==> config.mk <==
export PLATFORM = sky130hd
export DESIGN_NAME = execute_stage
export DESIGN_NICKNAME = d
export VERILOG_FILES = /design/src/verilog/cpu_types_pkg.sv /design/src/verilog/pipe_pkg.sv /design/src/verilog/execute_stage.sv
export SDC_FILE = /design/constraint.sdc
export NUM_CORES = 1
export LEC_CHECK = 0
export BUFFER_PORTS_ARGS = -buffer_cell sky130_fd_sc_hd__buf_4
export CORE_ASPECT_RATIO = 2
export CORE_UTILIZATION = 62
export CTS_BUF_LIST = sky130_fd_sc_hd__clkbuf_16
export CTS_CLUSTER_DIAMETER = 100
export DETAILED_ROUTE_END_ITERATION = 7
export PLACE_DENSITY = 0.88
export SLEW_MARGIN = 20
export SYNTH_ARGS = -nofsm -noshare
export SYNTH_HDL_FRONTEND = slang
export SYNTH_SLANG_ARGS = --single-unit
==> constraint.sdc <==
create_clock -name CLK -period 1.86 [get_ports CLK]
set_input_delay 0.093 -clock CLK [delete_from_list [all_inputs] [get_ports CLK]]
set_output_delay 0.093 -clock CLK [all_outputs]
set_load 0.05 [all_outputs]
==> src/verilog/cpu_types_pkg.sv <==
`default_nettype none

package cpu_types_pkg;

   typedef logic [31:0] word_t;
   typedef logic [4:0]  regbits_t;

   typedef enum logic [5:0] {
      RTYPE = 6'h00,
      ADDIU = 6'h09,
      ORI   = 6'h0D,
      LUI   = 6'h0F,
      LW    = 6'h23,
      SW    = 6'h2B,
      HALT  = 6'h3F
   } opcode_t;

   typedef enum logic [5:0] {
      ADDU = 6'h21,
      SUBU = 6'h23,
      AND  = 6'h24,
      OR   = 6'h25,
      XOR  = 6'h26,
      SLT  = 6'h2A
   } funct_t;

   typedef struct packed {
      opcode_t    opcode;
      regbits_t   rs;
      regbits_t   rt;
      regbits_t   rd;
      logic [4:0] shamt;
      funct_t     funct;
   } r_type_t;

   typedef struct packed {
      opcode_t     opcode;
      regbits_t    rs;
      regbits_t    rt;
      logic [15:0] imm16;
   } i_type_t;

   // one issued word, viewed through whichever format its opcode selects
   typedef union packed {
      r_type_t r;
      i_type_t i;
   } instr_t;

   typedef enum logic [2:0] {
      ALU_ADD,
      ALU_SUB,
      ALU_AND,
      ALU_OR,
      ALU_XOR,
      ALU_SLT,
      ALU_PASSB
   } alu_op_t;

endpackage

`default_nettype wire

==> src/verilog/pipe_pkg.sv <==
`default_nettype none

package pipe_pkg;

   import cpu_types_pkg::*;

   localparam int DMEM_WORDS  = 64;
   localparam int DMEM_ABITS  = 6;
   localparam int LINE_WORDS  = 4;
   localparam int MISS_CYCLES = 3;

   // the hit buffer tags a line by the word index without its offset bits
   localparam int LINE_TAG_W = DMEM_ABITS - $clog2(LINE_WORDS);
   localparam int MISS_CNT_W = $clog2(MISS_CYCLES + 1);

   // how execute forms its second operand
   typedef enum logic [1:0] {
      IMM_NONE,
      IMM_SIGN,
      IMM_ZERO,
      IMM_UPPER
   } imm_kind_t;

   typedef struct packed {
      logic        valid;
      alu_op_t     alu_op;
      word_t       rdat1;
      word_t       rdat2;
      logic [15:0] imm16;
      imm_kind_t   imm_kind;
      regbits_t    dest;
      logic        regwrite;
      logic        dmemREN;
      logic        dmemWEN;
      logic        halt;
   } dec_ex_t;

   typedef struct packed {
      logic     valid;
      word_t    aluResult;
      word_t    rdat2;
      regbits_t dest;
      logic     regwrite;
      logic     dmemREN;
      logic     dmemWEN;
      logic     halt;
   } ex_mem_t;

   typedef struct packed {
      logic     wen;
      regbits_t wsel;
      word_t    data;
   } wb_t;

endpackage

`default_nettype wire
==> src/verilog/execute_stage.sv <==
`default_nettype none

module execute_stage import cpu_types_pkg::*, pipe_pkg::*; (
   input  logic    CLK,
   input  logic    nRST,
   input  dec_ex_t dec_ex,
   input  logic    mem_stall,
   output ex_mem_t ex_out
);

   word_t opb;
   word_t result;

   always_comb begin
      case (dec_ex.imm_kind)
         IMM_SIGN:  opb = {{16{dec_ex.imm16[15]}}, dec_ex.imm16};
         IMM_ZERO:  opb = {16'h0000, dec_ex.imm16};
         IMM_UPPER: opb = {dec_ex.imm16, 16'h0000};
         default:   opb = dec_ex.rdat2;
      endcase
   end

   always_comb begin
      case (dec_ex.alu_op)
         ALU_ADD: result = dec_ex.rdat1 + opb;
         ALU_SUB: result = dec_ex.rdat1 - opb;
         ALU_AND: result = dec_ex.rdat1 & opb;
         ALU_OR:  result = dec_ex.rdat1 | opb;
         ALU_XOR: result = dec_ex.rdat1 ^ opb;
         ALU_SLT: result = {31'd0, $signed(dec_ex.rdat1) < $signed(opb)};
         // LUI only passes the shifted immediate
         default: result = opb;
      endcase
   end

   always_ff @(posedge CLK, negedge nRST) begin
      if (!nRST) begin
         ex_out <= '0;
      end else if (!mem_stall) begin
         ex_out <= '{
            valid:     dec_ex.valid,
            aluResult: result,
            rdat2:     dec_ex.rdat2,
            dest:      dec_ex.dest,
            regwrite:  dec_ex.regwrite,
            dmemREN:   dec_ex.dmemREN,
            dmemWEN:   dec_ex.dmemWEN,
            halt:      dec_ex.halt
         };
      end
   end

endmodule

`default_nettype wire

==> results.tsv, run 1 <==
stage	metric	value	unit
floorplan	die_h	169.9	um
clock_network	root_buffer	clkbuf_16	
synth	syn_inst	1137	
status	status	aborted with a tool error	
placement	port_buffers	171	
synth	synth_edf_count	0	
status	stop_stage	clock tree synthesis	
synth	yosysWarnings	0	
synth	syn_nets	1334	
clock_network	post_cts_buffers	17	
clock_network	postCtsHoldBufs	25	
placement	place.gp.congestion	1.213	
status	firstError	[ERROR DPL-0038] Utilization greater than 100%, impossible to legalize	
clock_network	cts_inserted_buffers	9	
floorplan	std_cell_rows	61	
synth	synthFlopType	dfrtp_1	
floorplan	dieWidth	85.97	um
synth	avgSynthCellArea	7.689	um^2
clock_network	htree_levels	3	
placement	hpwlAfterDp	34430	um
synth	ys_seq_area_frac	0.2118	
synth	async_flop_share	1.000	
clock_network	clk_path_buf_depth	2	
floorplan	start_util	0.6328	
clock_network	cts_sinks	74	
floorplan	ios	172	
synth	synth-seq-cells	74	
synth	ys_types	80	
synth	syn-cell-area	0.008742	mm^2
clock_network	cts_resized	137	
## Yosys cell counts (5+ instances only)
master / count / area share
nand2_1: 75 / 0.032
ha_1: 97 / 0.14
nand2b_1: 13 / 0.0093
nand3_1: 33 / 0.019
o2bb2ai_1: 7 / 0.0070
a22oi_1: 16 / 0.014
dfrtp_1: 74 / 0.21
xnor2_1: 16 / 0.016
or3_1: 7 / 0.0050
nor3_1: 20 / 0.011
mux2_2: 44 / 0.057
a21o_1: 17 / 0.015
o22ai_1: 15 / 0.011
buf_2: 9 / 0.0052
nor2b_1: 8 / 0.0057
buf_1: 9 / 0.0039
a31oi_1: 13 / 0.0093
mux2i_1: 21 / 0.024
inv_1: 94 / 0.040
a221oi_1: 6 / 0.0060
nand4_1: 5 / 0.0036
o31a_1: 5 / 0.0050
clkbuf_1: 63 / 0.027
o221ai_1: 7 / 0.0070
and3_1: 9 / 0.0064
o211ai_1: 14 / 0.012
nor4_1: 9 / 0.0064
o21bai_1: 10 / 0.0086
o21ai_0: 105 / 0.060
a21oi_1: 116 / 0.066
o31ai_1: 8 / 0.0069
a211oi_1: 21 / 0.018
nor2_1: 82 / 0.035
## kinds of logic after synthesis
logic type	Yosys count	synth area share
adder cells (fa/ha/maj)	99	0.1434
flip-flops	74	0.2118
multiplexers	65	0.08072
AO/OA/AOI/OAI	415	0.3096
XOR/XNOR	20	0.02004
AND/OR/NAND/NOR	287	0.1563
buffers and inverters	177	0.07814
## through the flow
step | setup WS (ps) | hold WS (ps) | instance area, um^2 | cells
after detailed placement | -1846 | 26.26 | 12620 | 1729
after global placement | -1569 | 22.00 | 12620 | 1729
after floorplan | -1211 | -202.6 | 9079 | 1137
==> inputs of run 2 (changes only) <==
- CORE_ASPECT_RATIO: 2 -> default
- CORE_UTILIZATION: 62 -> 40
- CTS_BUF_LIST: sky130_fd_sc_hd__clkbuf_16 -> default
- CTS_CLUSTER_DIAMETER: 100 -> default
- PLACE_DENSITY: 0.88 -> default
- PLACE_DENSITY_LB_ADDON: default -> 0.15
==> run 2 against run 1 <==
Against the previous run:
- the flow now finishes, with violations (negative setup slack)
- synthesized area is the same
- synthesized cell count did not move
==> results.tsv, run 2 <==
stage	metric	value	unit	change
status	status	complete, but fails checks		was aborted with a tool error
status	violations	negative setup slack		
worst_setup_path	ff2ff_setup_slack	680	ps	
layout	largest_reg_flops	74		
grt	grt_pass1_vias	10660		
grt	grt_max_degree	86		
synth	syn_inst	1137		unchanged
worst_setup_path	critPathKind	input port to flip-flop		
route	wl	40420	um	
sta	finalSetupViolCount	31		
grt	overflow	0		
sta	maxSlewHeadroom	0.5487		
synth	ys_seq_area_frac	0.2118		unchanged
synth	synthAdderAreaFrac	0.1434		unchanged
placement	dp.cells	1832		was 1729
synth	synth.most_common_cell	a21oi_1		unchanged
layout	area_growth	72.23	%	
synth	ys_types	80		unchanged
grt	grt_usage	0.3507		
route	drt-vias-per-instance	5.755		
route	post-route-drc-count	0		
floorplan	ios	172		unchanged
grt	grt_pass1_wl	59510	um	
worst_setup_path	cp_cell_sequence	buf_12 -> buf_8 -> buf_6 -> mux2i_4 -> o21ai_4 -> inv_2 -> ha_4 -> inv_4 -> a2111oi_4 -> a211oi_2 -> a2111o_1 -> a41oi_4 -> nor2_1 -> a21oi_2 -> mux2i_1 -> a31oi_1		
sta	finalCritPeriodShare	1.597		
sta	post-route-min-period	2971	ps	
clock_network	cts_tree	built		
pwr	irDropWorstVdd	0.5868	mV	
layout	num-nets-final	1836		
worst_setup_path	r2r-end	ex_out[68]		
sta	hold_viol	0		
placement	place.gp.congestion	0.9412		was 1.213
layout	finalInstanceArea	0.01506	mm^2	
route	drtIter0Drc	905		
layout	top_register	ex_out		
synth	syn_nets	1334		unchanged
layout	reg_top3	ex_out x74		
route	drt_pass1_iterations	5		
worst_setup_path	critPathMaxFanout	5		
flow_run	cap_violations	0		
synth	synth_commonest_cells	a21oi_1, o21ai_0, ha_1, inv_1, nor2_1		unchanged
layout	n_antenna_cell	0		
floorplan	std_cell_rows	53		was 61
min_path	hp-start	dec_ex[40]		
synth	synthXorXnorAreaFrac	0.02004		unchanged
synth	synth_top_area_share	0.2118		unchanged
min_path	hold_end	ex_out[22]		
route	wl_per_cell	21.06	um	
sta	fmax	336.6	MHz	
worst_setup_path	path_buf_inv	5		
sta	worstMarginPinSlew	669.7	ps	
placement	hpwlAfterDp	28800	um	was 34430 um
placement	port_buffers	171		unchanged
sta	rsz0062_at_grt	yes		
worst_setup_path	critPathCaptureType	flip-flop		
synth	async_flop_share	1.000		unchanged
synth	synth_largest_area_cell	dfrtp_1		unchanged
clock_network	cts_inserted_buffers	9		unchanged
synth	synthFlopType	dfrtp_1		unchanged
worst_setup_path	arrival	3200	ps	
min_path	hold_path_depth	2		
worst_setup_path	timing.rr.start	ex_out[68]		
route	num_vias	11040		
placement	dpl_cell_area	0.01286	mm^2	was 0.01262 mm^2
worst_setup_path	crit_family	compound AO/OA/AOI/OAI gates		
pwr	power.density	673.9	mW/mm^2	
synth	yosys.area_share.simple	0.1563		unchanged
sta	skew	0	ps	
synth	synth_top_family_by_area	compound AO/OA/AOI/OAI gates		unchanged
synth	synth_edf_count	0		unchanged
synth	synthMuxAreaShare	0.08072		unchanged
floorplan	die_h	149.8	um	was 169.9 um
synth	avgSynthCellArea	7.689	um^2	unchanged
worst_setup_path	worst_setup_path_start_kind	input port		
grt	antenna_found_initial	0		
worst_setup_path	r2r_cells	4		
floorplan	dieWidth	149.8	um	was 85.97 um
layout	drive_gt1_frac	0.4824		
sta	slew_viol_final	0		
layout	final_common_cell	buf_4		
layout	layout_common_cells	buf_4, a21oi_1, inv_1, dfrtp_1, nor2_1		
clock_network	root_buffer	clkbuf_16		unchanged
min_path	hold_path_class	input port to flip-flop		
synth	yosysWarnings	0		unchanged
layout	instances_no_fill	1919		
clock_network	cts_sinks	74		unchanged
clock_network	path_clk_slew	60	ps	
worst_setup_path	max_stage_delay	540	ps	
clock_network	clk_path_buf_depth	2		unchanged
clock_network	htree_levels	3		unchanged
route	ant_nets	0		
synth	synth-seq-cells	74		unchanged
floorplan	start_util	0.4120		was 0.6328
clock_network	clock_latency	350	ps	
synth	syn-cell-area	0.008742	mm^2	unchanged
pwr	leakage	6.944	nW	
floorplan	die-area	0.02245	mm^2	
worst_setup_path	slowest_stage	a2111o_1		
synth	synth_compound_gate_area_share	0.3096		unchanged
synth	synthTopCellsByArea	dfrtp_1, ha_1, a21oi_1, o21ai_0, mux2_2		unchanged
worst_setup_path	required	2090	ps	
floorplan	coreArea	0.02122	mm^2	
sta	setup_ws	-1111	ps	
==> run 2: logic make-up (layout without fill, tap and decap cells) <==
logic type / after synthesis / after routing
flip-flops: 74 / 74
adder cells (fa/ha/maj): 99 / 99
AO/OA/AOI/OAI: 415 / 415
AND/OR/NAND/NOR: 287 / 287
XOR/XNOR: 20 / 20
buffers and inverters: 177 / 684
multiplexers: 65 / 65
==> run 2: layout make-up <==
class / instances / area (um^2)
clock buffers: 10 / 229.0
fillers: 1676 / 6163
multi-input cells: 886 / 7478
flip-flops and latches: 74 / 1852
repair buffers: 573 / 4651
clock inverters: 6 / 137.6
inverters: 95 / 365.4
well taps: 275 / 344.1
==> run 2: worst max-delay path by stage <==
stage | from | endpoint | slack (ps) | depth (start not counted)
after CTS | dec_ex[9] | ex_out[71] | -1020 | 16
final | dec_ex[9] | ex_out[71] | -1110 | 16
after global routing | dec_ex[9] | ex_out[70] | -1200 | 16
after floorplan | dec_ex[9] | ex_out[70] | -1210 | 18
after global placement | dec_ex[9] | ex_out[70] | -1780 | 17
after detailed placement | dec_ex[9] | ex_out[70] | -1760 | 17
==> run 2: where the power goes <==
part | internal [mW] | total [mW] | switching (mW)
Sequential | 1.81 | 1.95 | 0.138
Clock | 1.46 | 2.33 | 0.871
Combinational | 2.60 | 5.86 | 3.27
==> run 2: per-layer routing <==
layer / part of all wire / vias to the layer above / global-route usage / routed length, um
met5: 0 / - / 0 / 0
li1: - / 5129 / - / -
met4: 0.031 / 0 / 0.1318 / 1270
met3: 0.091 / 88 / 0.07530 / 3691
met2: 0.45 / 549 / 0.5440 / 18170
met1: 0.43 / 5278 / 0.4743 / 17280
==> run 2: timing repair <==
item / CTS / global route
hold endpoints to repair: 110 / 0
gates resized for setup: 154 / 89
pin swaps: 77 / 53
cloned: 3 / 0
endpoints found under the setup margin: 31 / 31
hold buffers: 37 / 0
buffers inserted: 21 / 15
==> run 2: worst register-to-register path, stage by stage (launching register included) <==
cell and delay [ps]:
dfrtp_1 410, o22ai_1 310, nor3_1 80, a21oi_1 160
o31ai_1 80
==> run 2: per-stage QoR <==
stage                     hold slack (ps)  utilization  TNS (ps)  power, mW  worst slack, ps
final                               8.595       0.7096    -26020      10.15            -1111
after global routing                16.29       0.7096    -28840      10.54            -1199
after CTS                          0.6880       0.6846    -22840      9.750            -1022
after detailed placement           -91.45       0.6060    -40300      6.951            -1757
after global placement             -92.08       0.6060    -39290      6.917            -1776
after floorplan                    -202.6            -    -27430      4.755            -1211
Note: power is estimated with default switching activity, not from simulation.
==> inputs of run 3 (changes only) <==
- CORE_MARGIN: default -> 2
==> run 3 against run 2 <==
Against the previous run:
- the flow still finishes with violations (negative setup slack)
- register-to-register slack lost 40 ps
- power shrank 0.66%
- combinational power grew 5.5%
- routed wire length up 4.5%
- clock-buffer cell count unchanged
- clock skew did not move
- global-route usage shrank 0.50 points
- worst setup slack worse by 130 ps
- critical path depth up 1
- first-iteration DRC count increased by 3.0%
- sequential power is essentially flat
- hold slack lost 5.4 ps
- largest cell class unchanged
- largest power group unchanged
==> results.tsv, run 3 (same netlist as run 2, synthesis figures left out) <==
stage	metric	value	unit	change
status	status	complete, but fails checks		unchanged
status	violations	negative setup slack		unchanged
layout	instances_no_fill	1973		was 1919
sta	setup_ws	-1236	ps	was -1111 ps
pwr	p_switching	4.423	mW	was 4.278 mW
grt	overflow	0		unchanged
layout	area_growth	76.84	%	was 72.23%
pwr	seq_power_share	0.194		was 0.192
layout	final_common_cell	buf_4		unchanged
layout	top_register	ex_out		unchanged
sta	post-route-min-period	3096	ps	was 2971 ps
layout	drive_gt1_frac	0.5032		was 0.4824
clock_network	path_clk_slew	80	ps	was 60 ps
clock_network	htree_levels	3		unchanged
grt	grt_max_degree	66		was 86
layout	largest_reg_flops	74		unchanged
route	drtIter0Drc	932		was 905
pwr	power.density	652.0	mW/mm^2	was 673.9 mW/mm^2
pwr	comb_power_share	0.613		was 0.578
grt	grt_pass1_vias	11230		was 10660
route	ant_nets	0		unchanged
worst_setup_path	worst_setup_path_start_kind	input port		unchanged
flow_run	cap_violations	0		unchanged
layout	num-nets-final	1885		was 1836
clock_network	root_buffer	clkbuf_16		unchanged
clock_network	clk_path_buf_depth	2		unchanged
clock_network	cts_tree	built		unchanged
worst_setup_path	critPathCaptureType	flip-flop		unchanged
floorplan	dieWidth	151.8	um	was 149.8 um
route	drt_pass1_iterations	6		was 5
clock_network	cts_inserted_buffers	9		unchanged
pwr	leakage	7.155	nW	was 6.944 nW
route	wl_per_cell	21.42	um	was 21.06 um
floorplan	die_h	151.8	um	was 149.8 um
grt	antenna_found_initial	0		unchanged
worst_setup_path	arrival	3340	ps	was 3200 ps
sta	rsz0062_at_grt	yes		unchanged
grt	grt_pass1_wl	63230	um	was 59510 um
sta	skew	0	ps	unchanged
placement	hpwlAfterDp	30630	um	was 28800 um
worst_setup_path	slowest_stage	a2111o_1		unchanged
placement	port_buffers	171		unchanged
pwr	clkPwrFrac	0.193		was 0.230
placement	place.gp.congestion	0.9810		was 0.9412
pwr	p_int	5.656	mW	was 5.868 mW
sta	worstMarginPinSlew	581.6	ps	was 669.7 ps
floorplan	coreArea	0.02162	mm^2	was 0.02122 mm^2
sta	slew_viol_final	0		unchanged
floorplan	start_util	0.4043		was 0.4120
layout	reg_top3	ex_out x74		unchanged
pwr	irDropWorstVdd	0.5255	mV	was 0.5868 mV
worst_setup_path	critPathKind	input port to flip-flop		unchanged
grt	grt_usage	0.3457		was 0.3507
route	drt-vias-per-instance	5.734		was 5.755
placement	dp.cells	1873		was 1832
min_path	hold_path_class	input port to flip-flop		unchanged
worst_setup_path	required	2110	ps	was 2090 ps
route	post-route-drc-count	0		unchanged
sta	finalCritPeriodShare	1.664		was 1.597
worst_setup_path	critPathMaxFanout	7		was 5
worst_setup_path	max_stage_delay	450	ps	was 540 ps
pwr	swShare	0.4388		was 0.4217
sta	finalSetupViolCount	31		unchanged
layout	n_antenna_cell	0		unchanged
sta	whs	3.169	ps	was 8.595 ps
route	wl	42260	um	was 40420 um
sta	hold_viol	0		unchanged
sta	maxSlewHeadroom	0.6123		was 0.5487
floorplan	die-area	0.02305	mm^2	was 0.02245 mm^2
floorplan	ios	172		unchanged
clock_network	cts_sinks	74		unchanged
layout	layout_common_cells	buf_4, a21oi_1, inv_1, nor2_1, dfrtp_1		was buf_4, a21oi_1, inv_1, dfrtp_1, nor2_1
floorplan	std_cell_rows	54		was 53
route	num_vias	11310		was 11040
clock_network	clock_latency	360	ps	was 350 ps
worst_setup_path	cp_cell_sequence	buf_12 -> buf_12 -> mux2i_4 -> o21ai_4 -> inv_2 -> buf_6 -> fa_2 -> nor2b_4 -> o211ai_4 -> a211oi_4 -> a2111o_1 -> a41oi_4 -> buf_6 -> o31ai_4 -> a211oi_2 -> mux2i_1 -> o21ai_1		was buf_12 -> buf_8 -> buf_6 -> mux2i_4 -> o21ai_4 -> inv_2 -> ha_4 -> inv_4 -> a2111oi_4 -> a211oi_2 -> a2111o_1 -> a41oi_4 -> nor2_1 -> a21oi_2 -> mux2i_1 -> a31oi_1
sta	fmax	323.0	MHz	was 336.6 MHz
[run 3: final cells by class]
| cell class | count | area [um^2] |
|---|---|---|
| Inverter | 95 | 360.3 |
| Timing Repair Buffer | 622 | 5031 |
| Tap cell | 280 | 350.3 |
| Sequential cell | 74 | 1852 |
| Clock buffer | 10 | 229.0 |
| Multi-Input combinational cell | 886 | 7564 |
| Clock inverter | 6 | 73.82 |
| Fill cell | 1699 | 6161 |
[run 3: layer usage]
| metal | part of all wire | vias up | wire (um) | global-route usage |
|---|---|---|---|---|
| met4 | 0.031 | 0 | 1316 | 0.1024 |
| met3 | 0.093 | 87 | 3945 | 0.07444 |
| met2 | 0.45 | 591 | 18850 | 0.5470 |
| met1 | 0.43 | 5416 | 18150 | 0.4751 |
| li1 | - | 5220 | - | - |
| met5 | 0 | - | 0 | 0 |
[run 3: what timing repair did]
action / 4_1_cts / 5_1_grt
gates resized for setup: 180 / 78
setup endpoints to repair: 31 / 31
setup buffers: 27 / 21
endpoints found under the hold margin: 66 / 0
cloned: 1 / 0
pin swaps: 93 / 68
hold buffers: 38 / 0
[run 3: worst paths after layout]
path | start | to | slack [ps] | cells after the start
worst max-delay path | dec_ex[9] | ex_out[65] | -1240 | 17
worst min-delay path | dec_ex[33] | ex_out[15] | 3 | 2
worst max register to register | ex_out[72] | ex_out[72] | 640 | 5
worst min register to register | ex_out[51] | ex_out[51] | 480 | 2
max in group asynchronous | nRST | ex_out[25] | 960 | 3
min in group asynchronous | nRST | ex_out[45] | 260 | 2
[run 3: critical path: cells and delay by family]
kind / cells / cell delay [ps]
fa+ha+maj: 1 / 340
simple gates: 1 / 150
compound gates: 8 / 1710
buf+inv: 5 / 650
mux: 2 / 390
[run 3: power by group through the flow]
stage | Clock [mW] | Sequential [mW] | Combinational (mW)
6_report | 1.95 | 1.95 | 6.18
5_1_grt | 2.01 | 1.97 | 6.51
4_1_cts | 1.94 | 1.95 | 5.72
3_5_place_dp | 0 | 1.97 | 5.11
3_3_place_gp | 0 | 1.97 | 5.09
2_1_floorplan | 0 | 2.67 | 2.08
[run 3: metrics by stage]
stage | setup TNS, ps | cell area [um^2] | total power [mW] | worst slack, ps | utilization
after CTS | -25490 | 14920 | 9.601 | -1150 | 0.6902
final | -29380 | 15460 | 10.08 | -1236 | 0.7150
after global routing | -32110 | 15460 | 10.49 | -1320 | 0.7150
after detailed placement | -41800 | 13150 | 7.082 | -1807 | 0.6081
after global placement | -40600 | 13150 | 7.058 | -1848 | 0.6081
after floorplan | -27430 | 9079 | 4.755 | -1211 | -
==> inputs of run 4 (changes only) <==
- SKIP_CTS_REPAIR_TIMING: default -> 1
==> run 4 against run 3 <==
Against the previous run:
- the flow finishes with violations (negative hold slack, negative setup slack)
- critical path depth did not move
- utilization fell by 0.93 points
- final area fell by 1.3%
- hold slack got worse by 4.1 ps
- first-iteration DRC count fell by 3.3%
- maximum frequency rose by 0.79%
- clock power barely moved
- sequential power barely moved
- clock-buffer cell count did not move
- combinational power fell by 2%
- largest cell class unchanged
- largest power group unchanged
==> results.tsv, run 4 (same netlist as run 2, synthesis figures left out) <==
stage	metric	value	unit	change
clock_network	htree_levels	3		unchanged
sta	skew	0	ps	unchanged
layout	n_antenna_cell	0		unchanged
route	wl_per_cell	21.12	um	was 21.42 um
worst_setup_path	critPathKind	input port to flip-flop		unchanged
sta	finalSetupViolCount	31		unchanged
placement	post-place-ws	-1807	ps	unchanged
sta	whs	-0.9067	ps	was 3.169 ps
pwr	power.density	649.9	mW/mm^2	was 652.0 mW/mm^2
placement	port_buffers	171		unchanged
route	drt-vias-per-instance	5.683		was 5.734
flow_run	cap_violations	0		unchanged
grt	use_met3	0.06646		was 0.07444
min_path	hold_path_class	input port to flip-flop		unchanged
sta	post-route-min-period	3072	ps	was 3096 ps
sta	fmax	325.6	MHz	was 323.0 MHz
layout	layout_common_cells	buf_4, a21oi_1, inv_1, nor2_1, dfrtp_1		unchanged
floorplan	start_util	0.4043		unchanged
worst_setup_path	required	2100	ps	was 2110 ps
status	violations	negative hold slack, negative setup slack		was negative setup slack
route	drtIter0Drc	901		was 932
floorplan	ios	172		unchanged
route	post-route-drc-count	0		unchanged
sta	rsz0062_at_grt	yes		unchanged
layout	drive_gt1_frac	0.5018		was 0.5032
grt	grt_usage	0.3215		was 0.3457
min_path	hp-start	dec_ex[31]		was dec_ex[33]
sta	hold_viol	2		was 0
layout	finalInstanceArea	0.01526	mm^2	was 0.01546 mm^2
route	drt_pass1_iterations	5		was 6
route	num_vias	11090		was 11310
worst_setup_path	critPathCaptureType	flip-flop		unchanged
grt	grt_pass1_vias	10360		was 11230
grt	use_met2	0.4927		was 0.5470
sta	finalCritPeriodShare	1.651		was 1.664
grt	grt_max_degree	66		unchanged
layout	final_common_cell	buf_4		unchanged
clock_network	clk_path_buf_depth	2		unchanged
worst_setup_path	critPathMaxFanout	7		unchanged
grt	grt_busiest_layer	met2		unchanged
floorplan	die-area	0.02305	mm^2	unchanged
grt	antenna_found_initial	0		unchanged
placement	hpwlAfterDp	30630	um	unchanged
layout	reg_top3	ex_out x74		unchanged
clock_network	root_buffer	clkbuf_16		unchanged
worst_setup_path	crit_start	dec_ex[9]		unchanged
floorplan	die_h	151.8	um	unchanged
placement	dpl_cell_area	0.01315	mm^2	unchanged
pwr	irDropWorstVdd	0.4775	mV	was 0.5255 mV
grt	use_met1	0.4640		was 0.4751
sta	tns	-27740	ps	was -29380 ps
layout	largest_reg_flops	74		unchanged
layout	top_register	ex_out		unchanged
layout	num-nets-final	1864		was 1885
pwr	leakage	7.045	nW	was 7.155 nW
clock_network	cts_sinks	74		unchanged
sta	slew_viol_final	0		unchanged
grt	grt_pass1_wl	58790	um	was 63230 um
floorplan	coreArea	0.02162	mm^2	unchanged
clock_network	cts_inserted_buffers	9		unchanged
grt	overflow	0		unchanged
floorplan	dieWidth	151.8	um	unchanged
status	status	complete, but fails checks		unchanged
route	ant_nets	0		unchanged
layout	area_growth	74.55	%	was 76.84%
clock_network	clock_latency	350	ps	was 360 ps
floorplan	std_cell_rows	54		unchanged
worst_setup_path	worst_setup_path_start_kind	input port		unchanged
clock_network	path_clk_slew	80	ps	about the same
clock_network	cts_tree	built		unchanged
sta	worstMarginPinSlew	577.3	ps	was 581.6 ps
route	wl	41220	um	was 42260 um
sta	maxSlewHeadroom	0.6151		was 0.6123
worst_setup_path	timing.rr.start	ex_out[72]		unchanged
placement	place.gp.congestion	0.9810		unchanged
worst_setup_path	arrival	3310	ps	was 3340 ps
sta	setup_ws	-1212	ps	was -1236 ps
-- run 4: changes by cell type in the layout (fill, tap and decap cells not counted), sizes merged --
| cell | delta |
|---|---|
| buf | -16 |
| dlygate4sd3 | -7 |
| clkbuf | +2 |
| clkinvlp | +1 |
| inv | -1 |
-- run 4: per-stage QoR --
stage / total power, mW / hold WS, ps / cells / util
final: 9.918 / -0.9067 / 1952 / 0.7058
after global routing: 10.37 / 0.8342 / 1952 / 0.7058
after CTS: 9.011 / -271.1 / 1889 / 0.6221
after detailed placement: 7.082 / 113.2 / 1873 / 0.6081
after global placement: 7.058 / 117.4 / 1873 / 0.6081
after floorplan: 4.755 / -202.6 / 1137 / -
-- run 4: worst paths after layout --
check | to | slack, ps | cells after the start
setup / recovery | ex_out[68] | -1210 | 17
hold / removal | ex_out[13] | -0.9 | 2
setup reg to reg | ex_out[72] | 620 | 5
hold reg to reg | ex_out[51] | 480 | 2
max in group asynchronous | ex_out[25] | 960 | 3
min in group asynchronous | ex_out[45] | 270 | 2
-- run 4: cell type report --
type,instances,area (um^2)
multi-input combinational,886,7527
fill,1719,6361
timing repair buffer,601,4863
sequential,74,1852
inverter,95,364.1
tap,280,350.3
clock buffer,10,229.0
clock inverter,6,73.82
-- run 4: layer usage --
metal | share of wire | vias to the layer above
li1 | - | 5184
met1 | 0.44 | 5343
met2 | 0.45 | 506
met3 | 0.083 | 61
met4 | 0.022 | 0
met5 | 0 | -
-- run 4: report_power, final --
group	internal [mW]	leakage [nW]	total [mW]	switching (mW)
combinational	2.71	6.03	6.03	3.32
clock	1.06	0.141	1.94	0.876
sequential	1.81	0.875	1.95	0.137
-- run 4: worst max-delay path, cell delays in order --
cell and delay [ps]:
buf_12 120, buf_12 140, mux2i_4 190, o21ai_4 250, inv_2 110, ha_4 270, buf_6 120, a211oi_4 280
o21bai_2 140, a31o_4 260, a2111oi_4 480, o211a_4 280, o21bai_1 80, buf_4 150, xnor2_2 130, a21oi_1 130
o31ai_1 90
